`src/include/sysbus_defs.svh`:
```
`ifndef SYSBUS_DEFS_SVH
`define SYSBUS_DEFS_SVH

// one bus word per beat, eight beats per 64-byte cache line.
`define SYSBUS_DATA_WIDTH 64
`define SYSBUS_LINE_BEATS 8
`define SYSBUS_LINE_WIDTH 512

// request tag is the command at bit 12 and the device code in bits 11 to 8.
`define SYSBUS_TAG_WIDTH 13
`define SYSBUS_WRITE 1'b1
`define SYSBUS_READ 1'b0
`define SYSBUS_MEMORY 4'h1

// low address bits cleared to point at the start of a line.
`define SYSBUS_LINE_OFFSET 6

`endif

```
`src/sysbus_pkg.sv`:
```
`default_nettype none

`include "sysbus_defs.svh"

package sysbus_pkg;

    // shared sequence of both line engines.
    typedef enum logic [2:0]
    {
        ST_IDLE    = 3'd0,
        ST_REQ_BUS = 3'd1,
        ST_ADDR    = 3'd2,
        ST_DATA    = 3'd3,
        ST_RELEASE = 3'd4,
        ST_READY   = 3'd5
    } engine_state_t;

    typedef enum logic
    {
        OWNER_STORE = 1'b0,
        OWNER_FETCH = 1'b1
    } bus_owner_t;

    typedef enum logic
    {
        CMD_READ  = `SYSBUS_READ,
        CMD_WRITE = `SYSBUS_WRITE
    } bus_cmd_t;

endpackage

`default_nettype wire
```
`src/bus_arbiter.sv`:
```
`default_nettype none

module bus_arbiter
(
    input wire clk,
    input wire reset,
    input wire store_req,
    input wire fetch_req,
    input wire store_busy,
    input wire fetch_busy,
    output logic store_grant,
    output logic fetch_grant,
    output sysbus_pkg::bus_owner_t owner
);
    import sysbus_pkg::*;

    logic bus_free;
    logic store_keep;
    logic fetch_keep;
    bus_owner_t winner;

    assign bus_free = !store_grant && !fetch_grant;
    assign store_keep = store_busy || store_req;
    assign fetch_keep = fetch_busy || fetch_req;

    // owner keeps the last holder, so a tie goes to the other side.
    always_comb
    begin
        if (store_req && fetch_req)
            winner = (owner == OWNER_STORE) ? OWNER_FETCH : OWNER_STORE;
        else if (store_req)
            winner = OWNER_STORE;
        else
            winner = OWNER_FETCH;
    end

    always_ff @(posedge clk)
    begin
        if (reset)
        begin
            store_grant <= 1'b0;
            fetch_grant <= 1'b0;
            owner <= OWNER_FETCH;
        end
        else if (bus_free)
        begin
            if (store_req || fetch_req)
            begin
                owner <= winner;
                store_grant <= (winner == OWNER_STORE);
                fetch_grant <= (winner == OWNER_FETCH);
            end
        end
        else
        begin
            store_grant <= store_grant && store_keep;
            fetch_grant <= fetch_grant && fetch_keep;
        end
    end

    a_grant_onehot: assert property (@(posedge clk) disable iff (reset)
        !(store_grant && fetch_grant))
        else $error("bus granted to both engines at once");

endmodule

`default_nettype wire

```
`src/line_fetch.sv`:
```
`default_nettype none

`include "sysbus_defs.svh"

module line_fetch
(
    input wire clk,
    input wire reset,
    input wire enable,
    input wire grant,
    input wire reqack,
    input wire respcyc,
    input wire [`SYSBUS_DATA_WIDTH-1:0] resp,
    input wire [`SYSBUS_DATA_WIDTH-1:0] addr,
    output logic abtr_reqcyc,
    output logic bus_busy,
    output logic reqcyc,
    output logic [`SYSBUS_DATA_WIDTH-1:0] req,
    output logic [`SYSBUS_TAG_WIDTH-1:0] reqtag,
    output logic respack,
    output logic [`SYSBUS_LINE_WIDTH-1:0] line,
    output logic ready
);
    import sysbus_pkg::*;

    localparam int CNT_W = $clog2(`SYSBUS_LINE_BEATS) + 1;
    localparam logic [CNT_W-1:0] LAST_BEAT = CNT_W'(`SYSBUS_LINE_BEATS - 1);
    localparam bus_cmd_t CMD = CMD_READ;

    engine_state_t state;
    engine_state_t next_state;
    logic [CNT_W-1:0] beat_cnt;
    logic [CNT_W-2:0] word_idx;
    logic [`SYSBUS_DATA_WIDTH-1:0] addr_q;
    logic take;
    logic addr_done;
    logic resp_done;

    assign take = enable && (state == ST_IDLE || state == ST_READY);
    assign addr_done = reqcyc && reqack;
    assign resp_done = respcyc && respack;
    assign word_idx = beat_cnt[CNT_W-2:0];

    always_comb
    begin
        next_state = state;
        case (state)
            ST_IDLE, ST_READY:
                if (take)
                    next_state = ST_REQ_BUS;
            ST_REQ_BUS:
                if (grant)
                    next_state = ST_ADDR;
            ST_ADDR:
                if (addr_done)
                    next_state = ST_DATA;
            ST_DATA:
                if (resp_done && beat_cnt == LAST_BEAT)
                    next_state = ST_RELEASE;
            ST_RELEASE:
                next_state = ST_READY;
            default:
                next_state = ST_IDLE;
        endcase
    end

    always_ff @(posedge clk)
    begin
        if (reset)
        begin
            state <= ST_IDLE;
            beat_cnt <= '0;
        end
        else
        begin
            state <= next_state;
            if (state == ST_ADDR)
                beat_cnt <= '0;
            else if (resp_done)
                beat_cnt <= beat_cnt + 1'b1;
        end
    end

    // each accepted word lands in its slot, so the line holds until the next fetch fills it.
    always_ff @(posedge clk)
    begin
        if (take)
            addr_q <= addr;
        if (resp_done)
            line[word_idx*`SYSBUS_DATA_WIDTH +: `SYSBUS_DATA_WIDTH] <= resp;
    end

    assign abtr_reqcyc = (state == ST_REQ_BUS);
    assign reqcyc = (state == ST_ADDR);
    assign respack = (state == ST_DATA);
    assign bus_busy = reqcyc || respack || (state == ST_RELEASE);
    assign ready = (state == ST_READY);
    assign reqtag = {CMD, `SYSBUS_MEMORY, {(`SYSBUS_TAG_WIDTH-5){1'b0}}};
    assign req = {addr_q[`SYSBUS_DATA_WIDTH-1:`SYSBUS_LINE_OFFSET], {`SYSBUS_LINE_OFFSET{1'b0}}};

    a_respack_granted: assert property (@(posedge clk) disable iff (reset)
        respack |-> grant)
        else $error("line_fetch accepts responses without owning the bus");

endmodule

`default_nettype wire

```
`src/line_mover.sv`:
```
`default_nettype none

`include "sysbus_defs.svh"

module line_mover
(
    input wire clk,
    input wire reset,
    input wire store_enable,
    input wire [`SYSBUS_DATA_WIDTH-1:0] store_addr,
    input wire [`SYSBUS_LINE_WIDTH-1:0] store_line,
    input wire fetch_enable,
    input wire [`SYSBUS_DATA_WIDTH-1:0] fetch_addr,
    input wire bus_reqack,
    input wire bus_respcyc,
    input wire [`SYSBUS_DATA_WIDTH-1:0] bus_resp,
    output logic store_ready,
    output logic fetch_ready,
    output logic [`SYSBUS_LINE_WIDTH-1:0] fetch_line,
    output logic bus_reqcyc,
    output logic [`SYSBUS_DATA_WIDTH-1:0] bus_req,
    output logic [`SYSBUS_TAG_WIDTH-1:0] bus_reqtag,
    output logic bus_respack,
    output logic bus_busy
);
    import sysbus_pkg::*;

    logic st_abtr_req;
    logic st_grant;
    logic st_busy;
    logic st_reqcyc;
    logic st_reqack;
    logic [`SYSBUS_DATA_WIDTH-1:0] st_req;
    logic [`SYSBUS_TAG_WIDTH-1:0] st_reqtag;
    logic fe_abtr_req;
    logic fe_grant;
    logic fe_busy;
    logic fe_reqcyc;
    logic fe_reqack;
    logic fe_respcyc;
    logic fe_respack;
    logic [`SYSBUS_DATA_WIDTH-1:0] fe_req;
    logic [`SYSBUS_DATA_WIDTH-1:0] fe_resp;
    logic [`SYSBUS_TAG_WIDTH-1:0] fe_reqtag;
    bus_owner_t owner;
    logic store_owns;

    assign store_owns = (owner == OWNER_STORE);

    // handshakes from the bus reach only the engine that owns it.
    assign st_reqack = bus_reqack && store_owns;
    assign fe_reqack = bus_reqack && !store_owns;
    assign fe_respcyc = bus_respcyc && !store_owns;
    assign fe_resp = store_owns ? '0 : bus_resp;

    assign bus_reqcyc = store_owns ? st_reqcyc : fe_reqcyc;
    assign bus_req = store_owns ? st_req : fe_req;
    assign bus_reqtag = store_owns ? st_reqtag : fe_reqtag;
    assign bus_respack = store_owns ? 1'b0 : fe_respack;
    assign bus_busy = st_busy | fe_busy;

    line_store u_line_store
    (
        .clk(clk), .reset(reset), .enable(store_enable), .grant(st_grant),
        .reqack(st_reqack), .addr(store_addr), .line(store_line),
        .abtr_reqcyc(st_abtr_req), .bus_busy(st_busy), .reqcyc(st_reqcyc),
        .req(st_req), .reqtag(st_reqtag), .ready(store_ready)
    );

    line_fetch u_line_fetch
    (
        .clk(clk), .reset(reset), .enable(fetch_enable), .grant(fe_grant),
        .reqack(fe_reqack), .respcyc(fe_respcyc), .resp(fe_resp), .addr(fetch_addr),
        .abtr_reqcyc(fe_abtr_req), .bus_busy(fe_busy), .reqcyc(fe_reqcyc),
        .req(fe_req), .reqtag(fe_reqtag), .respack(fe_respack),
        .line(fetch_line), .ready(fetch_ready)
    );

    bus_arbiter u_bus_arbiter
    (
        .clk(clk), .reset(reset), .store_req(st_abtr_req), .fetch_req(fe_abtr_req),
        .store_busy(st_busy), .fetch_busy(fe_busy), .store_grant(st_grant),
        .fetch_grant(fe_grant), .owner(owner)
    );

endmodule

`default_nettype wire

```
`src/line_store.sv`:
```
`default_nettype none

`include "sysbus_defs.svh"

module line_store
(
    input wire clk,
    input wire reset,
    input wire enable,
    input wire grant,
    input wire reqack,
    input wire [`SYSBUS_DATA_WIDTH-1:0] addr,
    input wire [`SYSBUS_LINE_WIDTH-1:0] line,
    output logic abtr_reqcyc,
    output logic bus_busy,
    output logic reqcyc,
    output logic [`SYSBUS_DATA_WIDTH-1:0] req,
    output logic [`SYSBUS_TAG_WIDTH-1:0] reqtag,
    output logic ready
);
    import sysbus_pkg::*;

    localparam int CNT_W = $clog2(`SYSBUS_LINE_BEATS) + 1;
    localparam logic [CNT_W-1:0] LAST_BEAT = CNT_W'(`SYSBUS_LINE_BEATS - 1);
    localparam bus_cmd_t CMD = CMD_WRITE;

    engine_state_t state;
    engine_state_t next_state;
    logic [CNT_W-1:0] beat_cnt;
    logic [CNT_W-2:0] word_idx;
    logic [`SYSBUS_DATA_WIDTH-1:0] addr_q;
    logic [`SYSBUS_LINE_WIDTH-1:0] line_q;
    logic take;
    logic beat_done;

    assign take = enable && (state == ST_IDLE || state == ST_READY);
    assign beat_done = reqcyc && reqack;
    assign word_idx = beat_cnt[CNT_W-2:0];

    always_comb
    begin
        next_state = state;
        case (state)
            ST_IDLE, ST_READY:
                if (take)
                    next_state = ST_REQ_BUS;
            ST_REQ_BUS:
                if (grant)
                    next_state = ST_ADDR;
            ST_ADDR:
                if (beat_done)
                    next_state = ST_DATA;
            ST_DATA:
                if (beat_done && beat_cnt == LAST_BEAT)
                    next_state = ST_RELEASE;
            ST_RELEASE:
                next_state = ST_READY;
            default:
                next_state = ST_IDLE;
        endcase
    end

    always_ff @(posedge clk)
    begin
        if (reset)
        begin
            state <= ST_IDLE;
            beat_cnt <= '0;
        end
        else
        begin
            state <= next_state;
            if (state == ST_ADDR)
                beat_cnt <= '0;
            else if (state == ST_DATA && beat_done)
                beat_cnt <= beat_cnt + 1'b1;
        end
    end

    // the line is latched at enable so the client may change it during the burst.
    always_ff @(posedge clk)
    begin
        if (take)
        begin
            addr_q <= addr;
            line_q <= line;
        end
    end

    assign abtr_reqcyc = (state == ST_REQ_BUS);
    assign reqcyc = (state == ST_ADDR) || (state == ST_DATA);
    assign bus_busy = reqcyc || (state == ST_RELEASE);
    assign ready = (state == ST_READY);
    assign reqtag = {CMD, `SYSBUS_MEMORY, {(`SYSBUS_TAG_WIDTH-5){1'b0}}};

    // word 0 sits in the low bits of the line and goes out first.
    assign req = (state == ST_DATA)
        ? line_q[word_idx*`SYSBUS_DATA_WIDTH +: `SYSBUS_DATA_WIDTH]
        : {addr_q[`SYSBUS_DATA_WIDTH-1:`SYSBUS_LINE_OFFSET], {`SYSBUS_LINE_OFFSET{1'b0}}};

    a_reqcyc_granted: assert property (@(posedge clk) disable iff (reset)
        reqcyc |-> grant)
        else $error("line_store drives reqcyc without a bus grant");

    a_beat_cnt_bound: assert property (@(posedge clk) disable iff (reset)
        beat_cnt <= CNT_W'(`SYSBUS_LINE_BEATS))
        else $error("line_store beat counter ran past a full line");

endmodule

`default_nettype wire

```
`config.mk`:
```
export PLATFORM = sky130hd
export DESIGN_NAME = line_mover
export DESIGN_NICKNAME = d
export VERILOG_FILES = /design/src/sysbus_pkg.sv /design/src/bus_arbiter.sv /design/src/line_fetch.sv /design/src/line_mover.sv /design/src/line_store.sv
export VERILOG_INCLUDE_DIRS = /design/src /design/src/include
export SDC_FILE = /design/constraint.sdc
export NUM_CORES = 1
export LEC_CHECK = 0
export ABC_AREA = 1
export BUFFER_PORTS_ARGS = -buffer_cell sky130_fd_sc_hd__buf_2
export CORE_AREA = 2 2 508 510
export CTS_BUF_LIST = sky130_fd_sc_hd__clkbuf_16
export DETAILED_ROUTE_END_ITERATION = 16
export DIE_AREA = 0 0 510 512
export HOLD_SLACK_MARGIN = 0.03
export REMOVE_ABC_BUFFERS = 1
export SLEW_MARGIN = 10
export SYNTH_ARGS = -nofsm -noshare
export SYNTH_HDL_FRONTEND = slang
export SYNTH_HIERARCHICAL = 1
export SYNTH_SLANG_ARGS = --single-unit
```
`constraint.sdc`:
```
create_clock -name clk -period 86.2 [get_ports clk]
set_input_delay 12.93 -clock clk [delete_from_list [all_inputs] [get_ports clk]]
set_output_delay 12.93 -clock clk [all_outputs]
set_load 0.005 [all_outputs]
```
## Word-level counts from Yosys, hierarchy flattened

Index checks and enable logic that the tools add are counted.

- $add $sub $neg: 3
- Equal/unequal tests: 21
- Shifts and indexed selects: 3
- Muxes and demuxes: 24
- Bitwise operators: 3
- Reduce and logical (&&, ||, !) cells: 35

Operator list:

| kind | number |
|---|---|
| 512-bit bitwise mux | 1 |
| 64-bit by 34-bit variable shift with 512-bit output, first input constant | 1 |
| 512-bit by 10-bit variable part select with 64-bit output | 1 |
| 64-bit by 34-bit variable part select with 512-bit output | 1 |
| 64-bit two-way mux | 3 |
| 9-bit negator with 34-bit output | 1 |
| 3-bit one-hot mux with 5 select lines | 2 |
| 3-bit two-way mux | 8 |
| 1-bit logical AND | 15 |
| 13-bit two-way mux | 1 |
| 3-bit by 2-bit == test with 1-bit output, second input constant | 4 |
| 3-bit == test, second input constant | 4 |
| 2-bit by 1-bit inequality test with 1-bit output, second input constant | 6 |
| 1-bit logical OR | 9 |
| 1-bit two-way mux | 9 |
| 4-bit by 1-bit adder with 4-bit output, second input constant | 2 |
| 4-bit by 3-bit == test with 1-bit output, second input constant | 2 |
| 4-bit AND reduction | 2 |
| 2-bit OR reduction | 4 |
| 3-bit by 1-bit == test with 1-bit output, second input constant | 2 |
| 3-bit zero test | 2 |
| 2-bit inequality test, second input constant | 3 |
| 1-bit zero test | 2 |
| 1-bit NOT | 2 |
| other kinds (2) | 2 |

- Bits in registers: 1169
- Bits of input ports: 710
- Output and inout port bits: 594
- Logic and storage cells: 100

## Logic depth before layout (Yosys ltp)

- Depth after elaboration: 6
- Depth in mapped cells: 11
- Mapped depth without buffers: 9

## Hierarchy

The synthesis kept the hierarchy.

By module, submodules not included:

| module | times used | cells each | area each (µm²) | sequential area each (µm²) |
|---|---|---|---|---|
| line_store | 1 | 1728 | 22778.1 | 17256.6 |
| line_fetch | 1 | 1586 | 21647.0 | 17256.6 |
| line_mover | 1 | 396 | 1530.2 | 0.0 |
| bus_arbiter | 1 | 22 | 157.7 | 60.1 |

## Worst setup path after synthesis

OpenSTA, ideal clock, no wires.

- Path type: in2reg
- Start point: input port store_enable
- End point: register u_line_store.addr_q[10] (enable)
- Setup time: 1.696 ns
- Arrival time: 40.243 ns
- Data required time: 84.504 ns
- Setup slack: 44.261 ns
- Stages on the path: 2
- Path buffers: 0
- Path through: inv_1 > a21oi_1

- Word-level cells in the longest chain between the ends: 1

RTL lines:

| what | line | RTL |
|---|---|---|
| from (decl) | line_mover.sv:9 | `input wire store_enable,` |
| 1-bit logical AND | line_store.sv:36 | `assign take = enable && (state == ST_IDLE \|\| state == ST_READY);` |
| named net u_line_store.take | line_store.sv:33 | `logic take;` |
| to (signal assigned) | line_store.sv:85 | `addr_q <= addr;` |
| to (decl) | line_store.sv:31 | `` logic [`SYSBUS_DATA_WIDTH-1:0] addr_q; `` |

The timed path passes the listed nets, and every way through them passes these cells.
A chain may end at the register's enable or synchronous reset.

## Worst setup path after layout

- Start point: register u_line_store.beat_cnt[0]
- End point: output port bus_req[51]

- Word-level cells in the longest chain between the ends: 3

RTL lines:

| what | line | RTL |
|---|---|---|
| from (decl) | line_store.sv:29 | `logic [CNT_W-1:0] beat_cnt;` |
| from (signal assigned) | line_store.sv:76 | `beat_cnt <= beat_cnt + 1'b1;` |
| 512-bit by 10-bit variable part select with 64-bit output | line_store.sv:98 | `` ? line_q[word_idx*`SYSBUS_DATA_WIDTH +: `SYSBUS_DATA_WIDTH] `` |
| 64-bit two-way mux | line_store.sv:97 | `assign req = (state == ST_DATA)` |
| named net st_req[51] | line_mover.sv:33 | `` logic [`SYSBUS_DATA_WIDTH-1:0] st_req; `` |
| 64-bit two-way mux | line_mover.sv:57 | `assign bus_req = store_owns ? st_req : fe_req;` |
| to (decl) | line_mover.sv:21 | `` output logic [`SYSBUS_DATA_WIDTH-1:0] bus_req, `` |

The timed path passes the listed nets, and every way through them passes these cells.

==> flow_summary.toml <==
[worst_hold_path]
worstHoldPathType = "flop to flop"

[final_layout]
fin_cells = 8487
mostFrequentLayoutCells = "1280 x buf_2, 1140 x edfxtp_1, 786 x nor2_1, 539 x nand2_1, 264 x inv_1"
layout-drive-gt1-share = 0.312
final_common_cell = "buf_2"
fillers = 27300
area_delta_synth_final_pct = 31.0
nNetsFinal = 5688

[logic_synthesis]
yosysSeqAreaShare = 0.750
synth_flop_cell = "edfxtp_1"
syn_inst = 3732
synth_edf_count = 1140
synth_seq_cells = 1157
syn_avg_cell_area_um2 = 12.4
yosys_warnings = 6
synth_area_mm2 = 0.0461
yosys.cell_types.count = 35
synth-async-reset-ratio = 0

[timing]
max_freq_ghz = 0.0586
rsz0062_at_grt = "no"
setup_viol = 0
tns_ns = 0
finalWorstSetupSlack_ns = 69.13
period_share = 0.198
slew_viol_final = 0
relSlewSlack = 0.289
finalHoldViolCount = 0
finalClockSkew_ns = 0.0413
period_needed_ns = 17.07
worst-slew-pin-transition_ns = 1.07

[die]
core_mm2 = 0.256
io_pins = 1304
std_cell_rows = 186
initial_core_util = 0.180
fp.dieArea_mm2 = 0.261
die_x_um = 510
die_h_um = 512

[routing]
drc = 0
num_vias = 35000
routed_wl_mm = 200
postRouteAntennaNets = 0
via_per_inst = 4.13
wl_per_cell_um = 23.6
drt_iter0_markers = 3437
drt_pass1_iterations = 5

[cts]
clockBufferDepth = 3
cts_resized = 0
clkTransAtPathRegs_ns = 0.06
post-cts-setup-buffers = 0
cts_tree = "built"
ctsRootBufferMaster = "clkbuf_16"
h-tree-depth = 4
cts_buffers = 132
clock_latency_ns = 0.77
cts_sinks = 1157
ctsHoldBuffers = 0

[critical_path]
crit_family = "buffers and inverters"
worstPathCellList = "inv_8 -> buf_4 -> nor2_1 -> nor2_1 -> o21ai_0 -> o211ai_1 -> nand3_1 -> nand2_1 -> nand2_1 -> nand2_1 -> buf_2"
cp_slowest_stage_delay_ns = 0.70
critPathLaunchType = "flop"
crit_arrival_ns = 4.14
end_kind = "output port"
critPathBufInv = 3
cp_slowest_cell = "buf_4"
crit_required_ns = 73.27
crit_type = "flop to output port"
crit_fanout = 91
critPathMostFrequentCell = "nand2_1"

[power]
p_leak_nw = 24.4
ir_worst_vdd_uv = 19.6
fin_total_pwr_mw = 1.58
powerDensity_mw_per_mm2 = 26.2

[global_route]
grt_pass1_vias = 34500
grt_max_degree = 162
grt-ovfl-total = 0
grt_use_total = 0.146
grt_pass1_wl_mm = 269
antenna_found_initial = 73

[flow_run]
cap_violations = 0

[place]
dp.cells = 8223
dp_worst_setup_slack_ns = 69.31
dp_hpwl_mm = 149
gp_congestion = 0.876
port_buffers = 1280

[status]
status = "completed"
-- sequential cells by signal (all words and copies together), names as in the netlist --
register and count:
u_line_store/beat_cnt 4, u_line_fetch/line 512, u_line_fetch/addr_q 58, u_bus_arbiter/store_grant 1, u_line_store/state 3, u_bus_arbiter/owner 1
u_line_store/addr_q 58, u_line_fetch/beat_cnt 4, u_line_fetch/state 3, u_line_store/line_q 512, u_bus_arbiter/fetch_grant 1
-- report_power, final --
group | switching, mW | internal (mW) | total, mW | leakage [nW]
logic | 0.210 | 0.0649 | 0.275 | 10.6
clock network | 0.247 | 0.317 | 0.564 | 2.19
registers | 0.0260 | 0.716 | 0.742 | 11.6
total | 0.483 | 1.10 | 1.58 | 24.4
-- tightest hold or removal path, delay by kind of cell (launching register included) --
| kind | cells | cell delay, ns |
|---|---|---|
| AOI/OAI and AO/OA | 1 | 0.05 |
| DFF | 1 | 0.31 |
| and+or+nand+nor | 1 | 0.06 |
-- cells by family (layout without fill, tap and decap cells) --
kind of cell | count (synthesis) | after routing | share of synthesized area
AOI/OAI and AO/OA | 445 | 445 | 0.0554
xor gates and xnor gates | 1 | 1 | 0.000190
adders and majority gates | 5 | 5 | 0.00136
buffers and inverters | 508 | 1826 | 0.0528
DFF | 1157 | 1157 | 0.750
other | 4 | 57 | 0.000326
and+or+nand+nor | 1612 | 1612 | 0.140
-- final timing paths --
check | cells after the start | to | start | slack [ns]
hold reg to reg | 2 | u_line_store/beat_cnt[3]$_SDFFE_PP0P_ | u_line_store/beat_cnt[3]$_SDFFE_PP0P_ | 0.47
hold / removal | 2 | u_line_store/beat_cnt[3]$_SDFFE_PP0P_ | u_line_store/beat_cnt[3]$_SDFFE_PP0P_ | 0.47
setup reg to reg | 7 | u_line_store/line_q[477]$_DFFE_PP_ | u_line_store/state[2]$_SDFFE_PP0P_ | 81.39
setup / recovery | 11 | bus_req[51] | u_line_store/beat_cnt[0]$_SDFFE_PP0P_ | 69.13
-- Yosys cell counts, types with 2 or more instances --
master | number | area, µm²
nand3_1 | 181 | 906
buf_4 | 58 | 435
nand3_2 | 3 | 30.0
buf_2 | 82 | 410
nand2_1 | 542 | 2030
conb_1 | 4 | 15.0
o211ai_1 | 122 | 916
a211oi_1 | 2 | 15.0
clkbuf_1 | 74 | 278
buf_1 | 19 | 71.3
nor2_1 | 789 | 2960
buf_6 | 24 | 270
o22ai_1 | 6 | 37.5
nor2_2 | 12 | 75.1
ha_1 | 5 | 62.6
clkbuf_2 | 6 | 30.0
dfxtp_1 | 17 | 340
inv_1 | 236 | 886
inv_2 | 6 | 22.5
edfxtp_1 | 1140 | 34200
o21ai_1 | 68 | 340
o21ai_0 | 192 | 961
nor3_1 | 74 | 370
nand4_1 | 6 | 37.5
a21oi_1 | 53 | 265
a21oi_2 | 2 | 17.5
-- layer usage --
layer / vias up / routed length (µm) / global-route usage
met3: 433 / 14800 / 0.0289
met1: 17000 / 74400 / 0.168
met4: 28 / 11600 / 0.0780
met2: 2199 / 99100 / 0.255
met5: - / 183 / 0
li1: 15400 / - / -
-- cell type report --
class	count	area [µm²]	share of cell area
Clock inverter	105	942	0.0156
Inverter	244	936	0.0155
Tap cell	3384	4230	0.0701
Timing Repair Buffer	1343	6930	0.115
Sequential cell	1157	34600	0.573
Multi-Input combinational cell	2095	9370	0.155
Antenna cell	25	62.6	0.00104
Clock buffer	134	3350	0.0555
-- per-stage QoR --
step            util  instance area (µm²)  hold WS (ns)
2_1_floorplan      -                44700         0.439
3_3_place_gp   0.219                56100         0.456
3_5_place_dp   0.219                56100         0.466
4_1_cts        0.236                60400         0.475
5_1_grt        0.236                60400         0.501
6_report       0.236                60400         0.472
No activity file was read; power rests on OpenSTA's default activity.
